==> src/source/sys_video_pkg.sv <==
// Video sync and host control core, shared definitions
// Data widths, the host command set and the bit positions used
// by the host port and the LED mixing.

package sys_video_pkg;

	////////////////////////////////////////////////////////////
	// Widths
	////////////////////////////////////////////////////////////

	// Host data word
	localparam int IO_W = 16;

	// Line counts and the vsync line offset
	localparam int LINE_W = 12;

	// Board LED bus
	localparam int LED_W = 8;

	// Period counters in polarity fix and composite sync
	localparam int PERIOD_W = 16;

	////////////////////////////////////////////////////////////
	// Bit positions
	////////////////////////////////////////////////////////////

	// Composite sync enable in the configuration word
	localparam int CFG_CSYNC_BIT = 3;

	// Default LED pattern
	localparam int LED_USER_BIT  = 0;
	localparam int LED_DISK_BIT  = 2;
	localparam int LED_POWER_BIT = 4;

	typedef logic [LINE_W-1:0] line_t;
	typedef logic [IO_W-1:0]   io_word_t;

	// Host commands, other byte values are accepted and ignored
	typedef enum logic [7:0] {
		CMD_CFG     = 8'h01,
		CMD_LED     = 8'h25,
		CMD_VS_WAIT = 8'h30,
		CMD_VS_LINE = 8'h38
	} host_cmd_e;

endpackage

==> src/source/video_if.sv <==
// Aligned sync bundle
// Horizontal, vertical and composite sync plus DE, all in step,
// from the composite sync generator to the output stage.

`timescale 1ns/1ps

interface video_if;
	logic hs;
	logic vs;
	logic de;
	logic cs;

	// Generator side
	modport src (output hs, output vs, output de, output cs);

	// Output register side
	modport snk (input hs, input vs, input de, input cs);

endinterface

==> src/source/host_ctrl.sv <==
// Host command port
// Level-toggle strobe with a two-cycle acknowledge echo, command
// and data word tracking, and the settings used by the video path.
// Wait-for-vsync holds the acknowledge fall until the next frame.

`timescale 1ns/1ps

module host_ctrl (
	input  logic                            clk_sys,
	input  logic                            resetd,
	input  logic                            i_io_clk,
	input  logic                            i_io_uio,
	input  sys_video_pkg::io_word_t         i_io_din,
	input  logic                            i_vs_rise,
	input  logic                            i_led_user,
	input  logic                            i_led_disk,
	input  logic                            i_led_power,
	output logic                            o_io_ack,
	output logic                            o_csync_en,
	output sys_video_pkg::line_t            o_vs_line,
	output logic [sys_video_pkg::LED_W-1:0] o_led
);
	import sys_video_pkg::*;

	logic             ack_q;
	logic             io_strobe;
	logic             hold_ack;
	logic             vs_wait;
	logic             has_cmd;
	host_cmd_e        cmd;
	logic [LED_W-1:0] led_overtake;
	logic [LED_W-1:0] led_state;
	logic [LED_W-1:0] led_default;

	// Strobe line high but not yet echoed
	assign io_strobe = i_io_clk & ~ack_q;
	assign hold_ack  = vs_wait & ~i_vs_rise;

	////////////////////////////////////////////////////////////
	// Acknowledge
	////////////////////////////////////////////////////////////

	always_ff @(posedge clk_sys) begin
		if (resetd) begin
			ack_q    <= 1'b0;
			o_io_ack <= 1'b0;
		end else begin
			ack_q <= i_io_clk;
			// Rise always passes, fall waits for vsync
			if (ack_q || !hold_ack) begin
				o_io_ack <= ack_q;
			end
		end
	end

	////////////////////////////////////////////////////////////
	// Command decode
	////////////////////////////////////////////////////////////

	always_ff @(posedge clk_sys) begin
		if (resetd) begin
			has_cmd      <= 1'b0;
			cmd          <= host_cmd_e'(8'h00);
			vs_wait      <= 1'b0;
			o_csync_en   <= 1'b0;
			o_vs_line    <= '0;
			led_overtake <= '0;
			led_state    <= '0;
		end else begin
			if (i_vs_rise) begin
				vs_wait <= 1'b0;
			end
			if (!i_io_uio) begin
				has_cmd <= 1'b0;
			end else if (io_strobe) begin
				if (!has_cmd) begin
					// First word of a transaction is the command byte
					has_cmd <= 1'b1;
					cmd     <= host_cmd_e'(i_io_din[7:0]);
					if (i_io_din[7:0] == CMD_VS_WAIT) begin
						vs_wait <= 1'b1;
					end
				end else begin
					case (cmd)
						CMD_CFG:     o_csync_en <= i_io_din[CFG_CSYNC_BIT];
						CMD_LED:     {led_overtake, led_state} <= i_io_din;
						CMD_VS_LINE: o_vs_line <= i_io_din[LINE_W-1:0];
						default:     ;
					endcase
				end
			end
		end
	end

	////////////////////////////////////////////////////////////
	// LED mixing
	////////////////////////////////////////////////////////////

	always_comb begin
		led_default                = '0;
		led_default[LED_USER_BIT]  = i_led_user;
		led_default[LED_DISK_BIT]  = i_led_disk;
		led_default[LED_POWER_BIT] = i_led_power;
	end

	always_ff @(posedge clk_sys) begin
		if (resetd) begin
			o_led <= '0;
		end else begin
			o_led <= (led_overtake & led_state) | (~led_overtake & led_default);
		end
	end

endmodule

==> src/source/sync_polarity_fix.sv <==
// Sync polarity normalization
// Measures the high and low time of a sync and flips it when the
// high time is the longer one, so the pulse comes out active high.

`timescale 1ns/1ps

module sync_polarity_fix (
	input  logic clk_sys,
	input  logic resetd,
	input  logic i_sync,
	output logic o_sync
);
	import sys_video_pkg::*;

	logic [PERIOD_W-1:0] cnt;
	logic [PERIOD_W-1:0] high_len;
	logic [PERIOD_W-1:0] low_len;
	logic                sync_q;
	logic                pol;

	assign o_sync = i_sync ^ pol;

	always_ff @(posedge clk_sys) begin
		if (resetd) begin
			sync_q   <= 1'b0;
			cnt      <= '0;
			high_len <= '0;
			low_len  <= '0;
			pol      <= 1'b0;
		end else begin
			sync_q <= i_sync;
			// Restart on every edge, stick at full scale
			if (sync_q != i_sync) begin
				cnt <= '0;
			end else if (~&cnt) begin
				cnt <= cnt + PERIOD_W'(1);
			end
			if (~sync_q & i_sync) begin
				low_len <= cnt;
			end
			if (sync_q & ~i_sync) begin
				high_len <= cnt;
			end
			pol <= high_len > low_len;
		end
	end

endmodule

==> src/source/csync_gen.sv <==
// Composite sync generator
// Outside vsync the composite sync follows hsync. During vsync the
// pulse is moved by one hsync width, giving the serrated form.
// hs, vs and de are delayed one cycle to stay aligned with cs.

`timescale 1ns/1ps

module csync_gen (
	input  logic  clk_sys,
	input  logic  resetd,
	input  logic  i_hs,
	input  logic  i_vs,
	input  logic  i_de,
	video_if.src  o_vid
);
	import sys_video_pkg::*;

	logic [PERIOD_W-1:0] h_cnt;
	logic [PERIOD_W-1:0] line_len;
	logic [PERIOD_W-1:0] hs_len;
	logic                prev_hs;
	logic                cs_hs;
	logic                cs_vs;

	assign o_vid.cs = cs_vs ^ cs_hs;

	always_ff @(posedge clk_sys) begin
		if (resetd) begin
			h_cnt    <= '0;
			line_len <= '0;
			hs_len   <= '0;
			prev_hs  <= 1'b0;
			cs_hs    <= 1'b0;
			cs_vs    <= 1'b0;
			o_vid.hs <= 1'b0;
			o_vid.vs <= 1'b0;
			o_vid.de <= 1'b0;
		end else begin
			// Line and hsync length
			h_cnt   <= h_cnt + PERIOD_W'(1);
			prev_hs <= i_hs;
			if (prev_hs != i_hs) begin
				h_cnt <= '0;
				if (i_hs) begin
					line_len <= h_cnt - hs_len;
					cs_hs    <= 1'b0;
				end else begin
					hs_len <= h_cnt;
				end
			end

			if (!i_vs) begin
				cs_hs <= i_hs;
			end else if (h_cnt == line_len) begin
				cs_hs <= 1'b1;
			end
			cs_vs <= i_vs;

			o_vid.hs <= i_hs;
			o_vid.vs <= i_vs;
			o_vid.de <= i_de;
		end
	end

endmodule

==> src/source/line_sync_marker.sv <==
// Line sync marker
// Counts hsync rising edges and takes the second blank line in a
// row as the frame boundary. Flags the line lying i_vs_line lines
// before that boundary.

`timescale 1ns/1ps

module line_sync_marker (
	input  logic                 clk_sys,
	input  logic                 resetd,
	input  logic                 i_hs,
	input  logic                 i_de,
	input  sys_video_pkg::line_t i_vs_line,
	output logic                 o_video_sync
);
	import sys_video_pkg::*;

	line_t      line_cnt;
	line_t      sync_line;
	logic [1:0] blank_cnt;
	logic       hs_q;

	always_ff @(posedge clk_sys) begin
		if (resetd) begin
			line_cnt     <= '0;
			sync_line    <= '0;
			blank_cnt    <= '0;
			hs_q         <= 1'b0;
			o_video_sync <= 1'b0;
		end else begin
			hs_q <= i_hs;
			if (~hs_q & i_hs) begin
				o_video_sync <= (sync_line == line_cnt);
				line_cnt     <= line_cnt + LINE_W'(1);
				// Second line without DE closes the frame
				if (~blank_cnt[1]) begin
					blank_cnt <= blank_cnt + 2'd1;
					if (blank_cnt[0]) begin
						sync_line <= line_cnt - i_vs_line;
						line_cnt  <= '0;
					end
				end
			end
			if (i_de) begin
				blank_cnt <= '0;
			end
		end
	end

endmodule

==> src/source/video_out.sv <==
// Transmitter output stage
// Picks separate or composite horizontal sync, registers the sync
// and DE through two stages and flags the rising edge of the
// outgoing vsync for the host port.

`timescale 1ns/1ps

module video_out (
	input  logic clk_sys,
	input  logic resetd,
	input  logic i_csync_en,
	video_if.snk i_vid,
	output logic o_tx_hs,
	output logic o_tx_vs,
	output logic o_tx_de,
	output logic o_vs_rise
);

	logic hs_s1;
	logic vs_s1;
	logic de_s1;
	logic vs_prev;

	always_ff @(posedge clk_sys) begin
		if (resetd) begin
			hs_s1   <= 1'b0;
			vs_s1   <= 1'b0;
			de_s1   <= 1'b0;
			o_tx_hs <= 1'b0;
			o_tx_vs <= 1'b0;
			o_tx_de <= 1'b0;
			vs_prev <= 1'b0;
		end else begin
			// Sync select
			hs_s1 <= i_csync_en ? i_vid.cs : i_vid.hs;
			vs_s1 <= i_vid.vs;
			de_s1 <= i_vid.de;

			o_tx_hs <= hs_s1;
			o_tx_vs <= vs_s1;
			o_tx_de <= de_s1;

			vs_prev <= o_tx_vs;
		end
	end

	// One cycle on the first high cycle of o_tx_vs
	assign o_vs_rise = o_tx_vs & ~vs_prev;

endmodule

==> src/source/sys_video_top.sv <==
// Video sync and host control core
// Host command port, sync polarity fix, composite sync, line
// marker and the transmitter output registers on one clock.

`timescale 1ns/1ps

module sys_video_top (
	input  logic                            clk_sys,
	input  logic                            resetd,
	input  logic                            i_hs,
	input  logic                            i_vs,
	input  logic                            i_de,
	input  logic                            i_io_clk,
	input  logic                            i_io_uio,
	input  sys_video_pkg::io_word_t         i_io_din,
	input  logic                            i_led_user,
	input  logic                            i_led_disk,
	input  logic                            i_led_power,
	output logic                            o_io_ack,
	output logic                            o_tx_hs,
	output logic                            o_tx_vs,
	output logic                            o_tx_de,
	output logic                            o_video_sync,
	output logic [sys_video_pkg::LED_W-1:0] o_led
);
	import sys_video_pkg::*;

	logic  hs_fix;
	logic  vs_fix;
	logic  csync_en;
	logic  vs_rise;
	line_t vs_line;

	video_if vid_bus ();

	////////////////////////////////////////////////////////////
	// Input side
	////////////////////////////////////////////////////////////

	host_ctrl host_ctrl_inst (
		.clk_sys     (clk_sys),
		.resetd      (resetd),
		.i_io_clk    (i_io_clk),
		.i_io_uio    (i_io_uio),
		.i_io_din    (i_io_din),
		.i_vs_rise   (vs_rise),
		.i_led_user  (i_led_user),
		.i_led_disk  (i_led_disk),
		.i_led_power (i_led_power),
		.o_io_ack    (o_io_ack),
		.o_csync_en  (csync_en),
		.o_vs_line   (vs_line),
		.o_led       (o_led)
	);

	sync_polarity_fix sync_fix_h_inst (
		.clk_sys (clk_sys),
		.resetd  (resetd),
		.i_sync  (i_hs),
		.o_sync  (hs_fix)
	);

	sync_polarity_fix sync_fix_v_inst (
		.clk_sys (clk_sys),
		.resetd  (resetd),
		.i_sync  (i_vs),
		.o_sync  (vs_fix)
	);

	////////////////////////////////////////////////////////////
	// Processing and output
	////////////////////////////////////////////////////////////

	csync_gen csync_gen_inst (
		.clk_sys (clk_sys),
		.resetd  (resetd),
		.i_hs    (hs_fix),
		.i_vs    (vs_fix),
		.i_de    (i_de),
		.o_vid   (vid_bus)
	);

	line_sync_marker line_sync_marker_inst (
		.clk_sys      (clk_sys),
		.resetd       (resetd),
		.i_hs         (hs_fix),
		.i_de         (i_de),
		.i_vs_line    (vs_line),
		.o_video_sync (o_video_sync)
	);

	video_out video_out_inst (
		.clk_sys    (clk_sys),
		.resetd     (resetd),
		.i_csync_en (csync_en),
		.i_vid      (vid_bus),
		.o_tx_hs    (o_tx_hs),
		.o_tx_vs    (o_tx_vs),
		.o_tx_de    (o_tx_de),
		.o_vs_rise  (vs_rise)
	);

endmodule

==> config.mk <==
export PLATFORM = sky130hd
export DESIGN_NAME = sys_video_top
export DESIGN_NICKNAME = d
export VERILOG_FILES = /design/src/source/sys_video_pkg.sv /design/src/source/video_if.sv /design/src/source/host_ctrl.sv /design/src/source/sync_polarity_fix.sv /design/src/source/csync_gen.sv /design/src/source/line_sync_marker.sv /design/src/source/video_out.sv /design/src/source/sys_video_top.sv
export SDC_FILE = /design/constraint.sdc
export NUM_CORES = 1
export LEC_CHECK = 0
export BUFFER_PORTS_ARGS = -buffer_cell sky130_fd_sc_hd__clkbuf_2
export CORE_MARGIN = 2
export CORE_UTILIZATION = 51
export CTS_BUF_LIST = sky130_fd_sc_hd__clkbuf_8
export CTS_CLUSTER_DIAMETER = 120
export DETAILED_ROUTE_END_ITERATION = 16
export HOLD_SLACK_MARGIN = 0.02
export PLACE_DENSITY = 0.67
export SLEW_MARGIN = 0
export SYNTH_ARGS = -nofsm -noshare
export SYNTH_HDL_FRONTEND = slang
export SYNTH_HIERARCHICAL = 1
export SYNTH_SLANG_ARGS = --single-unit
==> constraint.sdc <==
create_clock -name clk_sys -period 3.8 [get_ports clk_sys]
set_clock_uncertainty 0.1 [all_clocks]
set_input_delay 0.19 -clock clk_sys [delete_from_list [all_inputs] [get_ports clk_sys]]
set_output_delay 0.19 -clock clk_sys [all_outputs]
set_load 0.02 [all_outputs]
* After elaboration in Yosys (flattened, before gate mapping)
Cells that the tools add are included.
** Storage, ports and cells
- Register bits after elaboration :: 235
- Input port bits :: 26
** Operators by class
- Add/subtract/negate cells :: 7
- $lt $le $gt $ge :: 2
- Eq/ne operators :: 11
- Multiplexer cells :: 13
- Bitwise logic cells :: 27
- Reduce and logical (&&, ||, !) cells :: 18
** Operators by type and width (number)
- adder 16 x 1 -> 16 bit, second input constant :: 3
- > comparator 16 bit :: 2
- AND reduction 16 bit :: 2
- equality test 8 x 6 -> 1 bit, second input constant :: 3
- 2-to-1 mux 12 bit :: 2
- equality test 16 bit :: 1
- subtractor 16 bit :: 1
- adder 12 x 1 -> 12 bit, second input constant :: 1
- equality test 12 bit :: 1
- inverter 1 bit :: 12
- AND reduction 4 bit :: 3
- subtractor 12 bit :: 1
- 2-to-1 mux 1 bit :: 10
- OR reduction 2 bit :: 5
- AND 1 bit :: 8
- AND 8 x 5 -> 8 bit :: 1
- AND 8 bit :: 1
- equality test 8 x 1 -> 1 bit, second input constant :: 1
- inverter 8 bit :: 1
- bitwise OR 8 bit :: 1
- AND reduction 2 bit :: 4
- AND reduction 3 bit :: 2
- inequality test 1 bit :: 3
- inequality test 3 x 2 -> 1 bit, second input constant :: 1
- 6 further kinds :: 8

* Logic depth before layout (Yosys ltp)
- Depth in word-level cells :: 7
- Mapped depth :: 9
- Gate-level depth less buffers :: 9

* Hierarchy
Netlist, hierarchy kept.
** Modules (own cells, without submodules)
- sync_polarity_fix :: instances 2, cells an instance 281, area each 2532.4 sq um
- csync_gen :: instances 1, cells an instance 351, area each 3002.9 sq um
- host_ctrl :: instances 1, cells an instance 198, area each 2016.9 sq um
- line_sync_marker :: instances 1, cells an instance 209, area each 1729.2 sq um
- video_out :: instances 1, cells an instance 16, area each 197.7 sq um

* Least setup slack after synthesis
OpenSTA, ideal clock, no wires.
- Kind :: reg2reg
- From :: reg csync_gen_inst.h_cnt[0]
- To :: reg csync_gen_inst.line_len[12]
- Setup time :: 127 ps
- Data arrival time :: 2022 ps
- Data required time :: 3573 ps
- Setup slack :: 1551 ps
- Cell stages (with the launch flop) :: 9
- Buffers on the path :: 0
- Period minus slack after synthesis :: 2249 ps
- Path through :: dfxtp_1 > inv_1 > ha_1 > fa_1 > nor2b_1 > o2111ai_1 > and3_1 > o21ai_0 > or3b_1
** On the way
- Word-level cells in the longest chain between the ends :: 1
** RTL lines
- start, declared :: line csync_gen.sv:18 : logic [PERIOD_W-1:0] h_cnt;
- start signal, assigned :: line csync_gen.sv:40 : h_cnt <= h_cnt + PERIOD_W'(1);
- subtractor 16 bit :: line csync_gen.sv:45 : line_len <= h_cnt - hs_len;
- end signal, assigned :: line csync_gen.sv:45
- end, declared :: line csync_gen.sv:19 : logic [PERIOD_W-1:0] line_len;
Every way passes these cells.
A chain may end at the register's enable or synchronous reset.

* Worst setup path after layout
Ends and elaborated chain as after synthesis.

==> summary.md <==
| Metric | Value |
|---|---|
| Status | `completed` |
| Flops & latches, synth | `236` |
| Internal | `4.03 mW` |
| Clk sinks | `approximately 240` |
| CTS clock-pin slew for the worst setup and hold paths | `about 0.06 ns` |
| Area grow syn2layout | `11.5%` |
| Final worst setup slack | `1.29 ns` |
| Vias/cell | `5.37` |
| Seq pwr share | `0.481` |
| Hold Path Class | `in -> reg` |
| Setup TNS | `0 ns` |
| CTS Buf Count | `43` |
| Skew-Pair Late Insertion Delay | `~0.55 ns` |
| Post-synth cell types | `70` |
| WS Path Type | `reg -> reg` |
| Synth Warn # | `6` |
| Die Width | `about 160 um` |
| Die ar. | `between 20,000 and 25,000 um2` |
| Critical Path Start Type | `flop` |
| Post-Syn Area per Cell | `between 8 and 9 um2` |
| Starting Density | `0.516` |
| Switching portion of total power | `0.241` |
| Final Cycle Share | `0.661` |
| Final wirelength | `24.9 mm` |
| Bufs on Longest Clock Path | `3` |
| Filler Cell Count | `roughly 2,100` |
| Total GRT Usage | `0.205` |
| Grt ovf | `0` |
| Root buffer cell | `clkbuf_8` |
| Async SR Flop Fraction | `0` |
| Share of cells above drive strength 1 | `0.0862` |
| Setup crit end kind | `flop` |
| Avg WL per Cell | `roughly 14 um` |
| Antenna fix cells | `0` |
| Pleak | `~5.3 nW` |
| DR pass1 iterations | `5` |
| Final setup viols | `0` |
| DRC | `0` |
| Final std cells w/o fill | `about 1,700` |
| Gp weighted congestion | `~0.82` |
| Site Rows | `56` |
| PortBufs | `38` |
| Synth Cell Area | `around 12,000 um2` |
| Vias | `a little over 9,000` |
| Maximum capacitance violations | `0` |
| Pin count of the biggest net entering global routing | `just over 100` |
| Post CTS Setup Buffer Count | `0` |
| Max frequency | `approximately 0.40 GHz` |
| Detailed placement HPWL | `between 15 and 20 mm` |
| Hold WS | `between 0.02 and 0.025 ns` |
| Number of synthesized flops with an enable pin | `0` |
| Critical Path RT | `a little over 4 ns` |
| Final nets | `1,474` |
| Critical path fanouts, max | `8` |
| Core area | `around 23,000 um2` |
| CTS resizes | `0` |
| Peak supply drop | `roughly 210 uV` |
| Total design power | `5.31 mW` |
| RSZ-0062 raised after global routing | `false` |
| Mapped Nets | `between 1,000 and 1,500` |
| Post-synthesis cell count | `~1,300` |
| Fin crit period | `roughly 2.5 ns` |
| # placed instances | `between 1,500 and 2,000` |
| Combinational share of power | `0.069` |
| H-tree depth | `2` |
| Pre-CTS WS | `1.34 ns` |
| Clock network power share | `0.450` |
| Initial DRC Count | `between 600 and 700` |
| CTS tree | `done` |
| Initial antenna violation count | `0` |
| Reg area | `between 4000 and 5000 um2` |
| Max Slew Vio Count | `0` |
| First-pass GRT wire length | `42.2 mm` |
| Vias in the first global route | `a little under 9,000` |
| Main flop type after synthesis | `dfxtp_1` |
| Final antenna-violating net count | `0` |
| Least-Margin Pin Slew | `approximately 1.1 ns` |
| Pwr dens | `~400 nW/um2` |
| Sw Pwr | `roughly 1.3 mW` |
| Slew headroom | `0.258` |
| Multi-input gate area | `roughly 6600 um2` |
| Die height | `157 um` |
| Final hold viol count | `0` |
| Worst path arrival time | `2.83 ns` |
| Sequential area share after synthesis | `0.393` |
| Ports placed on the boundary | `39` |
## routing by layer
layer	share of wire	GRT usage	vias up	wire length (um)
met5	0	0	-	0
met2	0.47	0.347	145	11600
met4	0.020	0.0580	0	496
met3	0.035	0.0344	46	861
li1	-	-	4732	-
met1	0.48	0.268	4327	12000
## layout by cell type (no fill, tap or decap), types with 4 or more instances in the layout
cell,count
clkbuf_8,52
nor2b_1,21
nand2b_1,63
xor2_1,51
nor4_4,5
nand3_1,34
and3_1,8
clkbuf_2,37
and4_1,5
o211ai_1,9
inv_1,100
or4_1,5
nand3b_1,6
o21a_1,5
xnor2_1,18
o21ai_0,34
ha_1,68
and2_1,8
dlygate4sd3_1,24
or3_1,4
mux2i_1,122
nand4_1,23
buf_4,5
a31oi_1,8
nor3b_1,5
nor3_1,22
nand2_1,80
nor2_1,147
a21boi_0,7
a211oi_1,12
o21ai_1,13
dfxtp_1,236
a2111o_1,10
nor4_1,19
a21oi_1,70
a21o_1,9
## power by group through the flow
stage	logic (mW)	clock network (mW)	registers [mW]
global route	0.407	2.58	2.56
detailed placement	0.347	0	2.61
global placement	0.343	0	2.60
floorplan	0.257	0	2.60
CTS	0.369	2.46	2.55
finish	0.367	2.39	2.55
## stage by stage
stage | instance area [um2] | utilization
floorplan | 12000 | -
global placement | 12300 | 0.529
detailed placement | 12300 | 0.529
CTS | 13400 | 0.576
global route | 13400 | 0.576
finish | 13400 | 0.576
## kinds of logic after synthesis
family	after synthesis	synth area share
compound gates	209	0.114
xor+xnor	69	0.0503
fa+ha+maj	70	0.0742
buf+inv	155	0.0547
flops	236	0.393
mux	123	0.103
simple gates	474	0.211
## cell type report
class | count | area share
multi-input combinational | 945 | 0.495
clock buffer | 52 | 0.0534
timing repair buffer | 67 | 0.0354
sequential | 236 | 0.353
inverter | 85 | 0.0238
tap | 319 | 0.0298
clock inverter | 19 | 0.00990
## cell usage after synthesis, types with 9 or more instances
cell,number,area (um2)
xor2_1,51,447
o21ai_1,13,65.1
buf_2,18,90.1
a21oi_1,70,350
nor3_1,22,110
nand2b_1,63,394
a211oi_1,12,90.1
nor2b_1,21,131
ha_1,68,851
a21o_1,9,67.6
dfxtp_1,236,4720
o21ai_0,34,170
a2111o_1,10,113
nand4_1,23,144
clkbuf_1,40,150
nor2_1,147,552
nor4_1,19,119
mux2i_1,122,1220
nand3_1,34,170
inv_1,85,319
xnor2_1,18,158
o211ai_1,9,67.6
nand2_1,80,300
## final timing paths
path                                  startpoint                     endpoint  slack (ns)  cells after the start
setup reg to reg         csync_gen_inst/h_cnt[0]  csync_gen_inst/line_len[12]        1.29                      8
hold reg to reg   host_ctrl_inst/led_overtake[6]      host_ctrl_inst/o_led[6]        0.33                      2
hold / removal                            resetd    csync_gen_inst/hs_len[12]        0.02                      2
setup / recovery         csync_gen_inst/h_cnt[0]  csync_gen_inst/line_len[12]        1.29                      8
## repair_timing
item | in CTS | in global routing
endpoints found under the setup margin | 0 | 0
hold endpoints to repair | 51 | 0
hold buffers | 24 | 0
## critical path, stage by stage (launching register included)
cell and delay, ns:
dfxtp_1 0.47, inv_1 0.08, ha_1 0.23, fa_1 0.41
nor2b_1 0.17, o2111ai_1 0.21, and3_1 0.23, o21ai_0 0.13
or3b_1 0.34
Note: power is estimated with default switching activity, not from simulation.
